<file path="src/hw/md5_search_pkg.sv">
`default_nettype none

package md5_search_pkg;

    typedef logic [31:0] word_t;
    typedef logic [127:0] digest_t;   // A B C D in md5 output byte order
    typedef logic [511:0] block_t;
    typedef logic [31:0] answer_t;
    typedef logic [5:0] round_t;

    // sine table
    localparam word_t md5_k [64] = '{
        32'hd76aa478, 32'he8c7b756, 32'h242070db, 32'hc1bdceee,
        32'hf57c0faf, 32'h4787c62a, 32'ha8304613, 32'hfd469501,
        32'h698098d8, 32'h8b44f7af, 32'hffff5bb1, 32'h895cd7be,
        32'h6b901122, 32'hfd987193, 32'ha679438e, 32'h49b40821,
        32'hf61e2562, 32'hc040b340, 32'h265e5a51, 32'he9b6c7aa,
        32'hd62f105d, 32'h02441453, 32'hd8a1e681, 32'he7d3fbc8,
        32'h21e1cde6, 32'hc33707d6, 32'hf4d50d87, 32'h455a14ed,
        32'ha9e3e905, 32'hfcefa3f8, 32'h676f02d9, 32'h8d2a4c8a,
        32'hfffa3942, 32'h8771f681, 32'h6d9d6122, 32'hfde5380c,
        32'ha4beea44, 32'h4bdecfa9, 32'hf6bb4b60, 32'hbebfbc70,
        32'h289b7ec6, 32'heaa127fa, 32'hd4ef3085, 32'h04881d05,
        32'hd9d4d039, 32'he6db99e5, 32'h1fa27cf8, 32'hc4ac5665,
        32'hf4292244, 32'h432aff97, 32'hab9423a7, 32'hfc93a039,
        32'h655b59c3, 32'h8f0ccc92, 32'hffeff47d, 32'h85845dd1,
        32'h6fa87e4f, 32'hfe2ce6e0, 32'ha3014314, 32'h4e0811a1,
        32'hf7537e82, 32'hbd3af235, 32'h2ad7d2bb, 32'heb86d391
    };

    // per-round left rotate amounts
    localparam logic [4:0] md5_s [64] = '{
        5'd7, 5'd12, 5'd17, 5'd22, 5'd7, 5'd12, 5'd17, 5'd22,
        5'd7, 5'd12, 5'd17, 5'd22, 5'd7, 5'd12, 5'd17, 5'd22,
        5'd5, 5'd9, 5'd14, 5'd20, 5'd5, 5'd9, 5'd14, 5'd20,
        5'd5, 5'd9, 5'd14, 5'd20, 5'd5, 5'd9, 5'd14, 5'd20,
        5'd4, 5'd11, 5'd16, 5'd23, 5'd4, 5'd11, 5'd16, 5'd23,
        5'd4, 5'd11, 5'd16, 5'd23, 5'd4, 5'd11, 5'd16, 5'd23,
        5'd6, 5'd10, 5'd15, 5'd21, 5'd6, 5'd10, 5'd15, 5'd21,
        5'd6, 5'd10, 5'd15, 5'd21, 5'd6, 5'd10, 5'd15, 5'd21
    };

    localparam word_t md5_init [4] = '{
        32'h67452301, 32'hefcdab89, 32'h98badcfe, 32'h10325476
    };

endpackage

`default_nettype wire

</file>
<file path="src/hw/ascii_counter.sv">
`timescale 1ns/100ps
`default_nettype none

module ascii_counter #(
    parameter int MAX_SUFFIX_LENGTH = 8 // digits
) (
    input wire clk,
    input wire reset,
    input wire suffix_ready,
    output logic suffix_valid,
    output logic [$clog2(1+MAX_SUFFIX_LENGTH)-1:0] suffix_digits,
    output logic [8*MAX_SUFFIX_LENGTH-1:0] suffix_number // lsd in byte 0
);

logic [8*MAX_SUFFIX_LENGTH-1:0] next_number;
logic [$clog2(1+MAX_SUFFIX_LENGTH)-1:0] next_digits;
logic carry;

// ripple carry over the ascii digits
always_comb begin
    next_number = suffix_number;
    next_digits = suffix_digits;
    carry = 1'b1;
    for (int i = 0; i < MAX_SUFFIX_LENGTH; i++) begin
        if (carry) begin
            if (i >= suffix_digits) begin // carry out of top digit
                next_number[8*i+:8] = "1";
                next_digits = suffix_digits + 1'b1;
                carry = 1'b0;
            end else if (suffix_number[8*i+:8] == "9") begin
                next_number[8*i+:8] = "0";
            end else begin
                next_number[8*i+:8] = suffix_number[8*i+:8] + 8'd1;
                carry = 1'b0;
            end
        end
    end
end

always_ff @(posedge clk) begin
    if (reset) begin
        suffix_valid <= 1'b0;
        suffix_digits <= 1;
        suffix_number <= {{(8*MAX_SUFFIX_LENGTH-8){1'b0}}, "1"};
    end else begin
        suffix_valid <= 1'b1; // a next number always exists
        if (suffix_valid && suffix_ready) begin
            suffix_digits <= next_digits;
            suffix_number <= next_number;
        end
    end
end

endmodule

`default_nettype wire

</file>
<file path="src/hw/md5_block.sv">
`timescale 1ns/100ps
`default_nettype none

module md5_block #(
    parameter int MAX_MSG_LENGTH = 32 // bytes
) (
    input wire clk,
    input wire reset,
    input wire msg_valid,
    output logic msg_ready,
    input wire [$clog2(MAX_MSG_LENGTH)-1:0] msg_length,
    input wire [8*MAX_MSG_LENGTH-1:0] msg_data,
    output logic digest_valid,
    output md5_search_pkg::digest_t digest
);

import md5_search_pkg::*;

typedef enum logic [1:0] {st_idle, st_load, st_round} core_state_t;

core_state_t state;
logic [8*MAX_MSG_LENGTH-1:0] msg_q;
logic [$clog2(MAX_MSG_LENGTH)-1:0] length_q;
block_t block;
word_t a, b, c, d;
round_t round;
word_t f, sum, rotated, b_next;
logic [3:0] g;

function automatic word_t bswap(input word_t w);
    return {w[7:0], w[15:8], w[23:16], w[31:24]};
endfunction

// message bytes into little-endian words then zero fill and bit count
always_comb begin
    block = '0;
    for (int j = 0; j < MAX_MSG_LENGTH; j++) begin
        block[8*j+:8] = msg_q[8*(MAX_MSG_LENGTH-1-j)+:8];
    end
    block[32*14+:32] = word_t'(length_q) << 3; // M[14]
end

always_comb begin
    case (round[5:4])
        2'd0: begin
            f = (b & c) | (~b & d);
            g = round[3:0];
        end
        2'd1: begin
            f = (d & b) | (~d & c);
            g = 4'(5 * round + 1);
        end
        2'd2: begin
            f = b ^ c ^ d;
            g = 4'(3 * round + 5);
        end
        default: begin
            f = c ^ (b | ~d);
            g = 4'(7 * round);
        end
    endcase
    sum = a + f + md5_k[round] + block[32*g+:32];
    rotated = (sum << md5_s[round]) | (sum >> (32 - md5_s[round]));
    b_next = b + rotated;
end

assign msg_ready = (state == st_idle);

always_ff @(posedge clk) begin
    if (reset) begin
        state <= st_idle;
        digest_valid <= 1'b0;
    end else begin
        digest_valid <= 1'b0;
        case (state)
            st_idle: begin
                if (msg_valid)
                    state <= st_load;
            end
            st_load: state <= st_round;
            st_round: begin
                if (round == 6'd63) begin
                    state <= st_idle;
                    digest_valid <= 1'b1;
                end
            end
            default: state <= st_idle;
        endcase
    end
end

always_ff @(posedge clk) begin
    if (state == st_idle && msg_valid) begin
        msg_q <= msg_data;
        length_q <= msg_length;
    end
    if (state == st_load) begin
        a <= md5_init[0];
        b <= md5_init[1];
        c <= md5_init[2];
        d <= md5_init[3];
        round <= '0;
    end else if (state == st_round) begin
        a <= d;
        b <= b_next;
        c <= b;
        d <= c;
        round <= round + 1'b1;
        if (round == 6'd63) begin // add initial state on the last round
            digest <= {bswap(md5_init[0] + d), bswap(md5_init[1] + b_next),
                       bswap(md5_init[2] + b), bswap(md5_init[3] + c)};
        end
    end
end

endmodule

`default_nettype wire

</file>
<file path="src/hw/md5_search_top.sv">
`timescale 1ns/100ps
`default_nettype none

module md5_search_top #(
    parameter int MAX_KEY_LENGTH = 16,
    parameter int MAX_SUFFIX_LENGTH = 8,
    parameter int MAX_MSG_LENGTH = 32,
    parameter int ZERO_NIBBLES = 5
) (
    input wire clk,
    input wire reset,
    input wire start_req,
    input wire [3:0] key_chars,
    input wire [8*MAX_KEY_LENGTH-1:0] key_value,
    output logic done_ack,
    output md5_search_pkg::answer_t answer,
    output md5_search_pkg::digest_t digest
);

import md5_search_pkg::*;

logic pipe_reset;
logic secret_key_valid;
logic suffix_valid;
logic suffix_ready;
logic [$clog2(1+MAX_SUFFIX_LENGTH)-1:0] suffix_digits;
logic [8*MAX_SUFFIX_LENGTH-1:0] suffix_number;
logic msg_valid;
logic msg_ready;
logic [$clog2(MAX_MSG_LENGTH)-1:0] msg_length;
logic [8*MAX_MSG_LENGTH-1:0] msg_data;
logic digest_valid;
digest_t core_digest;

search_control #(
    .ZERO_NIBBLES(ZERO_NIBBLES)
) control0 (
    .clk(clk),
    .reset(reset),
    .start_req(start_req),
    .done_ack(done_ack),
    .pipe_reset(pipe_reset),
    .searching(secret_key_valid),
    .digest_valid(digest_valid),
    .digest_in(core_digest),
    .answer(answer),
    .digest(digest)
);

ascii_counter #(
    .MAX_SUFFIX_LENGTH(MAX_SUFFIX_LENGTH)
) counter0 (
    .clk(clk),
    .reset(pipe_reset),
    .suffix_ready(suffix_ready),
    .suffix_valid(suffix_valid),
    .suffix_digits(suffix_digits),
    .suffix_number(suffix_number)
);

message_concat #(
    .MAX_KEY_LENGTH(MAX_KEY_LENGTH),
    .MAX_SUFFIX_LENGTH(MAX_SUFFIX_LENGTH),
    .MAX_MSG_LENGTH(MAX_MSG_LENGTH)
) concat0 (
    .clk(clk),
    .reset(pipe_reset),
    .secret_key_valid(secret_key_valid),
    .secret_key_chars(key_chars),
    .secret_key_value(key_value),
    .suffix_ready(suffix_ready),
    .suffix_valid(suffix_valid),
    .suffix_digits(suffix_digits),
    .suffix_number(suffix_number),
    .msg_ready(msg_ready),
    .msg_valid(msg_valid),
    .msg_length(msg_length),
    .msg_data(msg_data)
);

md5_block #(
    .MAX_MSG_LENGTH(MAX_MSG_LENGTH)
) core0 (
    .clk(clk),
    .reset(pipe_reset),
    .msg_valid(msg_valid),
    .msg_ready(msg_ready),
    .msg_length(msg_length),
    .msg_data(msg_data),
    .digest_valid(digest_valid),
    .digest(core_digest)
);

endmodule

`default_nettype wire

</file>
<file path="src/hw/message_concat.sv">
`timescale 1ns/100ps
`default_nettype none

module message_concat #(
    parameter int MAX_KEY_LENGTH = 16,   // bytes
    parameter int MAX_SUFFIX_LENGTH = 8, // bytes
    parameter int MAX_MSG_LENGTH = 32    // bytes
) (
    input wire clk,
    input wire reset,
    input wire secret_key_valid,
    input wire [4-1:0] secret_key_chars,
    input wire [8*MAX_KEY_LENGTH-1:0] secret_key_value, // left-aligned
    output logic suffix_ready,
    input wire suffix_valid,
    input wire [$clog2(1+MAX_SUFFIX_LENGTH)-1:0] suffix_digits,
    input wire [8*MAX_SUFFIX_LENGTH-1:0] suffix_number,
    input wire msg_ready,
    output logic msg_valid,
    output logic [$clog2(MAX_MSG_LENGTH)-1:0] msg_length, // delimiter not counted
    output logic [8*MAX_MSG_LENGTH-1:0] msg_data
);

localparam logic [7:0] DELIMITER = 8'h80;

typedef logic [8*MAX_MSG_LENGTH-1:0] msg_t;
typedef logic [$clog2(MAX_MSG_LENGTH)-1:0] msg_len_t;

msg_t key_part;
msg_t tail_part;
logic [8*MAX_SUFFIX_LENGTH-1:0] digits_part;
msg_len_t tail_shift;

always_comb begin
    key_part = '0;
    digits_part = '0;
    for (int i = 0; i < MAX_KEY_LENGTH; i++) begin
        if (i < secret_key_chars)
            key_part[8*(MAX_MSG_LENGTH-1-i)+:8] = secret_key_value[8*(MAX_KEY_LENGTH-1-i)+:8];
    end
    for (int j = 0; j < MAX_SUFFIX_LENGTH; j++) begin
        if (j < suffix_digits)
            digits_part[8*j+:8] = suffix_number[8*j+:8];
    end
    // msd lands right after the last key byte
    tail_shift = msg_len_t'(MAX_MSG_LENGTH) - msg_len_t'(secret_key_chars)
               - msg_len_t'(suffix_digits) - msg_len_t'(1);
    tail_part = msg_t'({digits_part, DELIMITER}) << (8*tail_shift);
end

// load when output register is free or being drained
assign suffix_ready = secret_key_valid && (msg_ready || !msg_valid);

always_ff @(posedge clk) begin
    if (reset) begin
        msg_valid <= 1'b0;
    end else if (suffix_ready) begin
        msg_valid <= suffix_valid;
    end
end

always_ff @(posedge clk) begin
    if (suffix_ready && suffix_valid) begin
        msg_length <= msg_len_t'(secret_key_chars) + msg_len_t'(suffix_digits);
        msg_data <= key_part | tail_part;
    end
end

endmodule

`default_nettype wire

</file>
<file path="src/hw/search_control.sv">
`timescale 1ns/100ps
`default_nettype none

module search_control #(
    parameter int ZERO_NIBBLES = 5
) (
    input wire clk,
    input wire reset,
    input wire start_req,
    output logic done_ack,
    output logic pipe_reset,
    output logic searching,
    input wire digest_valid,
    input wire md5_search_pkg::digest_t digest_in,
    output md5_search_pkg::answer_t answer,
    output md5_search_pkg::digest_t digest
);

import md5_search_pkg::*;

typedef enum logic [2:0] {
    st_idle,
    st_restart,
    st_search,
    st_done,
    st_release
} ctrl_state_t;

ctrl_state_t state;
answer_t count;
answer_t count_next;
logic hit;

// numbers come out strictly in order so the digest count is the number
assign count_next = count + 1'b1;
assign hit = (digest_in[$bits(digest_t)-1 -: 4*ZERO_NIBBLES] == '0);

assign pipe_reset = reset || (state == st_restart);
assign searching = (state == st_search);
assign done_ack = (state == st_release);

always_ff @(posedge clk) begin
    if (reset) begin
        state <= st_idle;
    end else begin
        case (state)
            st_idle: begin
                if (start_req)
                    state <= st_restart;
            end
            st_restart: state <= st_search;
            st_search: begin
                if (digest_valid && hit)
                    state <= st_done;
            end
            st_done: state <= st_release;
            st_release: begin
                if (!start_req) // host saw done_ack
                    state <= st_idle;
            end
            default: state <= st_idle;
        endcase
    end
end

always_ff @(posedge clk) begin
    if (state == st_restart) begin
        count <= '0;
    end else if (state == st_search && digest_valid) begin
        count <= count_next;
        if (hit) begin
            answer <= count_next;
            digest <= digest_in;
        end
    end
end

endmodule

`default_nettype wire

</file>
<file path="config.mk">
export PLATFORM = sky130hd
export DESIGN_NAME = md5_search_top
export DESIGN_NICKNAME = d
export VERILOG_FILES = /design/src/hw/md5_search_pkg.sv /design/src/hw/ascii_counter.sv /design/src/hw/md5_block.sv /design/src/hw/md5_search_top.sv /design/src/hw/message_concat.sv /design/src/hw/search_control.sv
export SDC_FILE = /design/constraint.sdc
export NUM_CORES = 2
export LEC_CHECK = 0
export ABC_AREA = 1
export BUFFER_PORTS_ARGS = -buffer_cell sky130_fd_sc_hd__buf_2
export CAP_MARGIN = 40
export CORE_ASPECT_RATIO = 1.25
export CORE_MARGIN = 2
export CORE_UTILIZATION = 45
export CTS_BUF_LIST = sky130_fd_sc_hd__clkbuf_4
export DETAILED_ROUTE_END_ITERATION = 8
export GPL_TIMING_DRIVEN = 0
export HOLD_SLACK_MARGIN = 0.15
export SYNTH_ARGS = -nofsm -noshare
export SYNTH_HDL_FRONTEND = slang
export SYNTH_SLANG_ARGS = --single-unit
export TNS_END_PERCENT = 50
</file>
<file path="constraint.sdc">
create_clock -name clk -period 25.1 [get_ports clk]
set_input_delay 1.255 -clock clk [delete_from_list [all_inputs] [get_ports clk]]
set_output_delay 1.255 -clock clk [all_outputs]
set_load 0.02 [all_outputs]
</file>
==> results <==
- The run finished with clean final reports.
- The y dimension of the die is 406.1 um.
- After detailed routing, the number of vias per cell comes to a little under 6.
- Among the stages of the critical path, the cell type that occurs most often is nand2_1.
- The total of flip-flops plus latches after synthesis is slightly above 1000.
- The detailed-routed wire length on met2 is roughly 120 mm.
- The wire length of the first global-routing pass is 358.9 mm.
- The routed metal-1 wirelength is ~85 mm.
- The root buffer cell is clkbuf_4.
- The number of buffer and inverter stages on the critical path is 16.
- After synthesis the cells add up to approximately 0.058 mm^2.
- roughly 300 I/O pins were placed.
- Detailed placement ended at an HPWL of a little over 200 mm.
- Post-CTS repair changed the size of 0 cells.
- The transition at the pin with the smallest max-transition slack is 1020 ps.
- The initial antenna violation count came to 9.
- The via count of the first global-routing pass is around 53000.
- Of all flip-flops after synthesis, the portion carrying an async set or reset was 0.
- Post-CTS timing repair inserted 0 buffers for setup.
- The max-capacitance violation count is 0.
- The startpoint identified for the worst hold timing path is key_value[65].
- The startpoint type of the worst setup path is a flip-flop.
- The critical path endpoint category is a flip-flop.
- The cell taking the most area after synthesis is edfxtp_1.
- Clock latency on the worst-skew pair, taken at its later pin, is roughly 1300 ps.
- The most critical setup path has its startpoint at core0.round[2].
- Measured along the x axis, the die boundary spans 325.7 um.
- The overall routed net length is around 250 mm.
- Setup violations remaining at the end of the flow were counted as 0.
- The highest cell delay on the worst timing path is between 700 and 800 ps.
- The number of buffers between clock root and the deepest sink is 4.
- The detail-routed net length per standard cell is 26.87 um.
- Once detail routing completed, the nets flagged for antenna violations numbered 0.
- Entering global routing, the biggest net connects between 100 and 150 pins.
- From synthesis to final layout, the design area changed by 14.12%.
- nand2_1 is the most common cell in the netlist.
- The total CTS buffers is 281.
- The clock net in this run drives a total of between 1000 and 1500 sinks.
- The top cell family by delay on the critical path is buffers and inverters.
- The final hold violation count was 0.
- The path type of the worst min-delay path is in -> reg.
- The count of cell types in the netlist is between 80 and 90.
- The TritonCTS clock tree is yes.
- The global-route congestion overflow total is 0.
- In this run the number of H-tree levels came out at 5.
- In this run the critical register-to-register path is launched from core0.round[2].
- The total negative slack is 0 ps.
- The detailed router placed roughly 54000 vias in this run.
- The routed wire length on met3 is 17.28 mm.
- In the synthesized netlist, the cells that appear most often are 1317 x nand2_1, 796 x edfxtp_1, 715 x o21ai_0, 703 x nor2_1, 693 x inv_1.
- The number of port buffers is between 200 and 300.
- After clock tree synthesis, the clock-pin slew on the worst setup and hold paths is around 70 ps.
- In this run the core area contains between 100 and 150 standard-cell rows.
- The number of cells produced by synthesis is about 6800.
- The tightest slew margin relative to the limit is 0.3199.
- Timing would allow up to 0.07367 GHz.
- The signal arrival time at the worst endpoint is approximately 15000 ps.
- The post-synthesis sequential area ratio is 0.4939.
- The net count after synthesis is 7098.
- Setup repair after global routing left no endpoint under its margin.
- At the end of routability-driven placement, the weighted congestion stood at between 1 and 1.5.
- The core box area is ~0.13 mm^2.
- The DRC violation total after the first TritonRoute iteration is ~5200.
- The critical path data required time is approximately 26000 ps.
- For this run, the leading register cell type out of synthesis is edfxtp_1.
- Counting flops with a built-in enable in the synthesized netlist gives around 800.
- The initial utilization of the core area, before any placement, comes to 0.4533.
- Yosys attributes the largest share of cell area to edfxtp_1 41%, nand2_1 8.5%, dfxtp_1 8.3%, o21ai_0 6.1%, nor2_1 4.5%.
- After detailed routing, the number of remaining DRC violations is 0.
- The count of filler cells inserted in the layout is about 12000.
- Along the worst path, the maximum fanout reaches 11.
- The first TritonRoute pass finished after 9 iterations.
- The post-layout minimum cycle time is between 10000 and 15000 ps.
- The final clock skew is around 95 ps.
- Dividing the final minimum period by the clock period gives 0.5408.
- In this run the top signal layer used is met5.
- The share of synthesized area in the top cell type comes to 0.4107.
- The Yosys step of the flow raised 0 warnings.
- Across every metal layer, demand over resource in global routing totals 0.3774.
- A synthesized cell averages between 8 and 9 um^2.
- The critical-path cell with the highest stage delay is dfxtp_1.
- The number of nets in the layout is a little under 8000.
- The count of pins over their slew limit is 0.
- The classification of the worst setup path is reg -> reg.
- Of the cells placed in the final design, the portion with a size suffix greater than 1 is 0.1327.
- The die footprint is roughly 0.13 mm^2.
-- state kept, by name, indices dropped and copies added (netlist names) --
| name | flops |
|---|---|
| concat0.msg_valid | 1 |
| core0.msg_q | 249 |
| concat0.msg_length | 5 |
| counter0.suffix_digits | 4 |
| core0.state | 2 |
| core0.b | 32 |
| core0.round | 6 |
| core0.a | 32 |
| core0.digest | 128 |
| core0.digest_valid | 1 |
| core0.length_q | 5 |
| control0.count | 32 |
| control0.state | 3 |
| core0.c | 32 |
| control0.answer | 32 |
| counter0.suffix_valid | 1 |
| counter0.suffix_number | 64 |
| core0.d | 32 |
| concat0.msg_data | 249 |
| control0.digest | 128 |
-- layer usage --
metal | global-route usage | up-vias
met3 | 0.07068 | 996
li1 | - | 24930
met5 | 0 | -
met1 | 0.3852 | 25545
met2 | 0.6528 | 2889
met4 | 0.3529 | 8
-- worst min-delay path: cells and delay by family --
kind,cells,cell delay [ps]
AO/OA/AOI/OAI,1,60
buffers and inverters,1,70
AND/OR/NAND/NOR,1,40
-- final cells by class --
class / instances / area, um^2 / area share
sequential: 1038 / 28750 / 0.4328
multi-input combinational: 4684 / 25420 / 0.3827
clock buffer: 388 / 2913 / 0.04386
inverter: 742 / 2790 / 0.04201
timing repair buffer: 410 / 2774 / 0.04177
tap: 1713 / 2143 / 0.03227
buffer: 311 / 1289 / 0.01940
clock inverter: 70 / 331.6 / 0.004992
antenna: 5 / 12.51 / 0.0001884
-- cells by family (layout without fill, tap and decap cells) --
family,after synthesis,after routing,share of synthesized area
AO/OA/AOI/OAI,1575,1575,0.1585
other,0,5,0
XOR/XNOR,171,171,0.02702
multiplexers,14,14,0.002408
flip-flops,1038,1038,0.4939
adder cells (fa/ha/maj),188,188,0.04893
AND/OR/NAND/NOR,2736,2736,0.1992
buffers and inverters,1053,1921,0.06991
-- cells in the final DEF, fill, tap and decap left out, types with 242 or more instances in the layout --
master    instances
a21oi_1         321
buf_2           337
clkbuf_4        390
dfxtp_1         242
edfxtp_1        796
inv_1           693
nand2_1        1317
nand3_1         440
nor2_1          700
o21ai_0         715
-- final timing paths --
kind	cells after the start	slack, ps	endpoint
setup reg to reg	57	11530	core0.digest[71]
hold / removal	3	250	concat0.msg_data[193]
hold reg to reg	0	380	core0.msg_q[219]
setup / recovery	57	11530	core0.digest[71]
-- repair_timing --
action,4_1_cts,5_1_grt
endpoints found under the hold margin,16,0
hold buffers,14,0
setup endpoints to repair,0,0
-- through the flow --
| stage | utilization | area [um^2] | cells | setup slack, ps | hold WS [ps] |
|---|---|---|---|---|---|
| finish | 0.5173 | 66420 | 9361 | 11530 | 247.5 |
| global route | 0.5173 | 66410 | 9359 | 11040 | 229.6 |
| CTS | 0.5169 | 66360 | 9349 | 11900 | 156.9 |
| detailed placement | 0.4905 | 62970 | 8877 | 11980 | 404.5 |
| global placement | 0.4812 | 61780 | 8775 | 8511 | 400.4 |
| floorplan | - | 58200 | 6775 | 13220 | 400.3 |
Power is left out: the tool's default activity adds up to more than one toggle a clock period on the data nets, which glitch-free logic cannot reach.
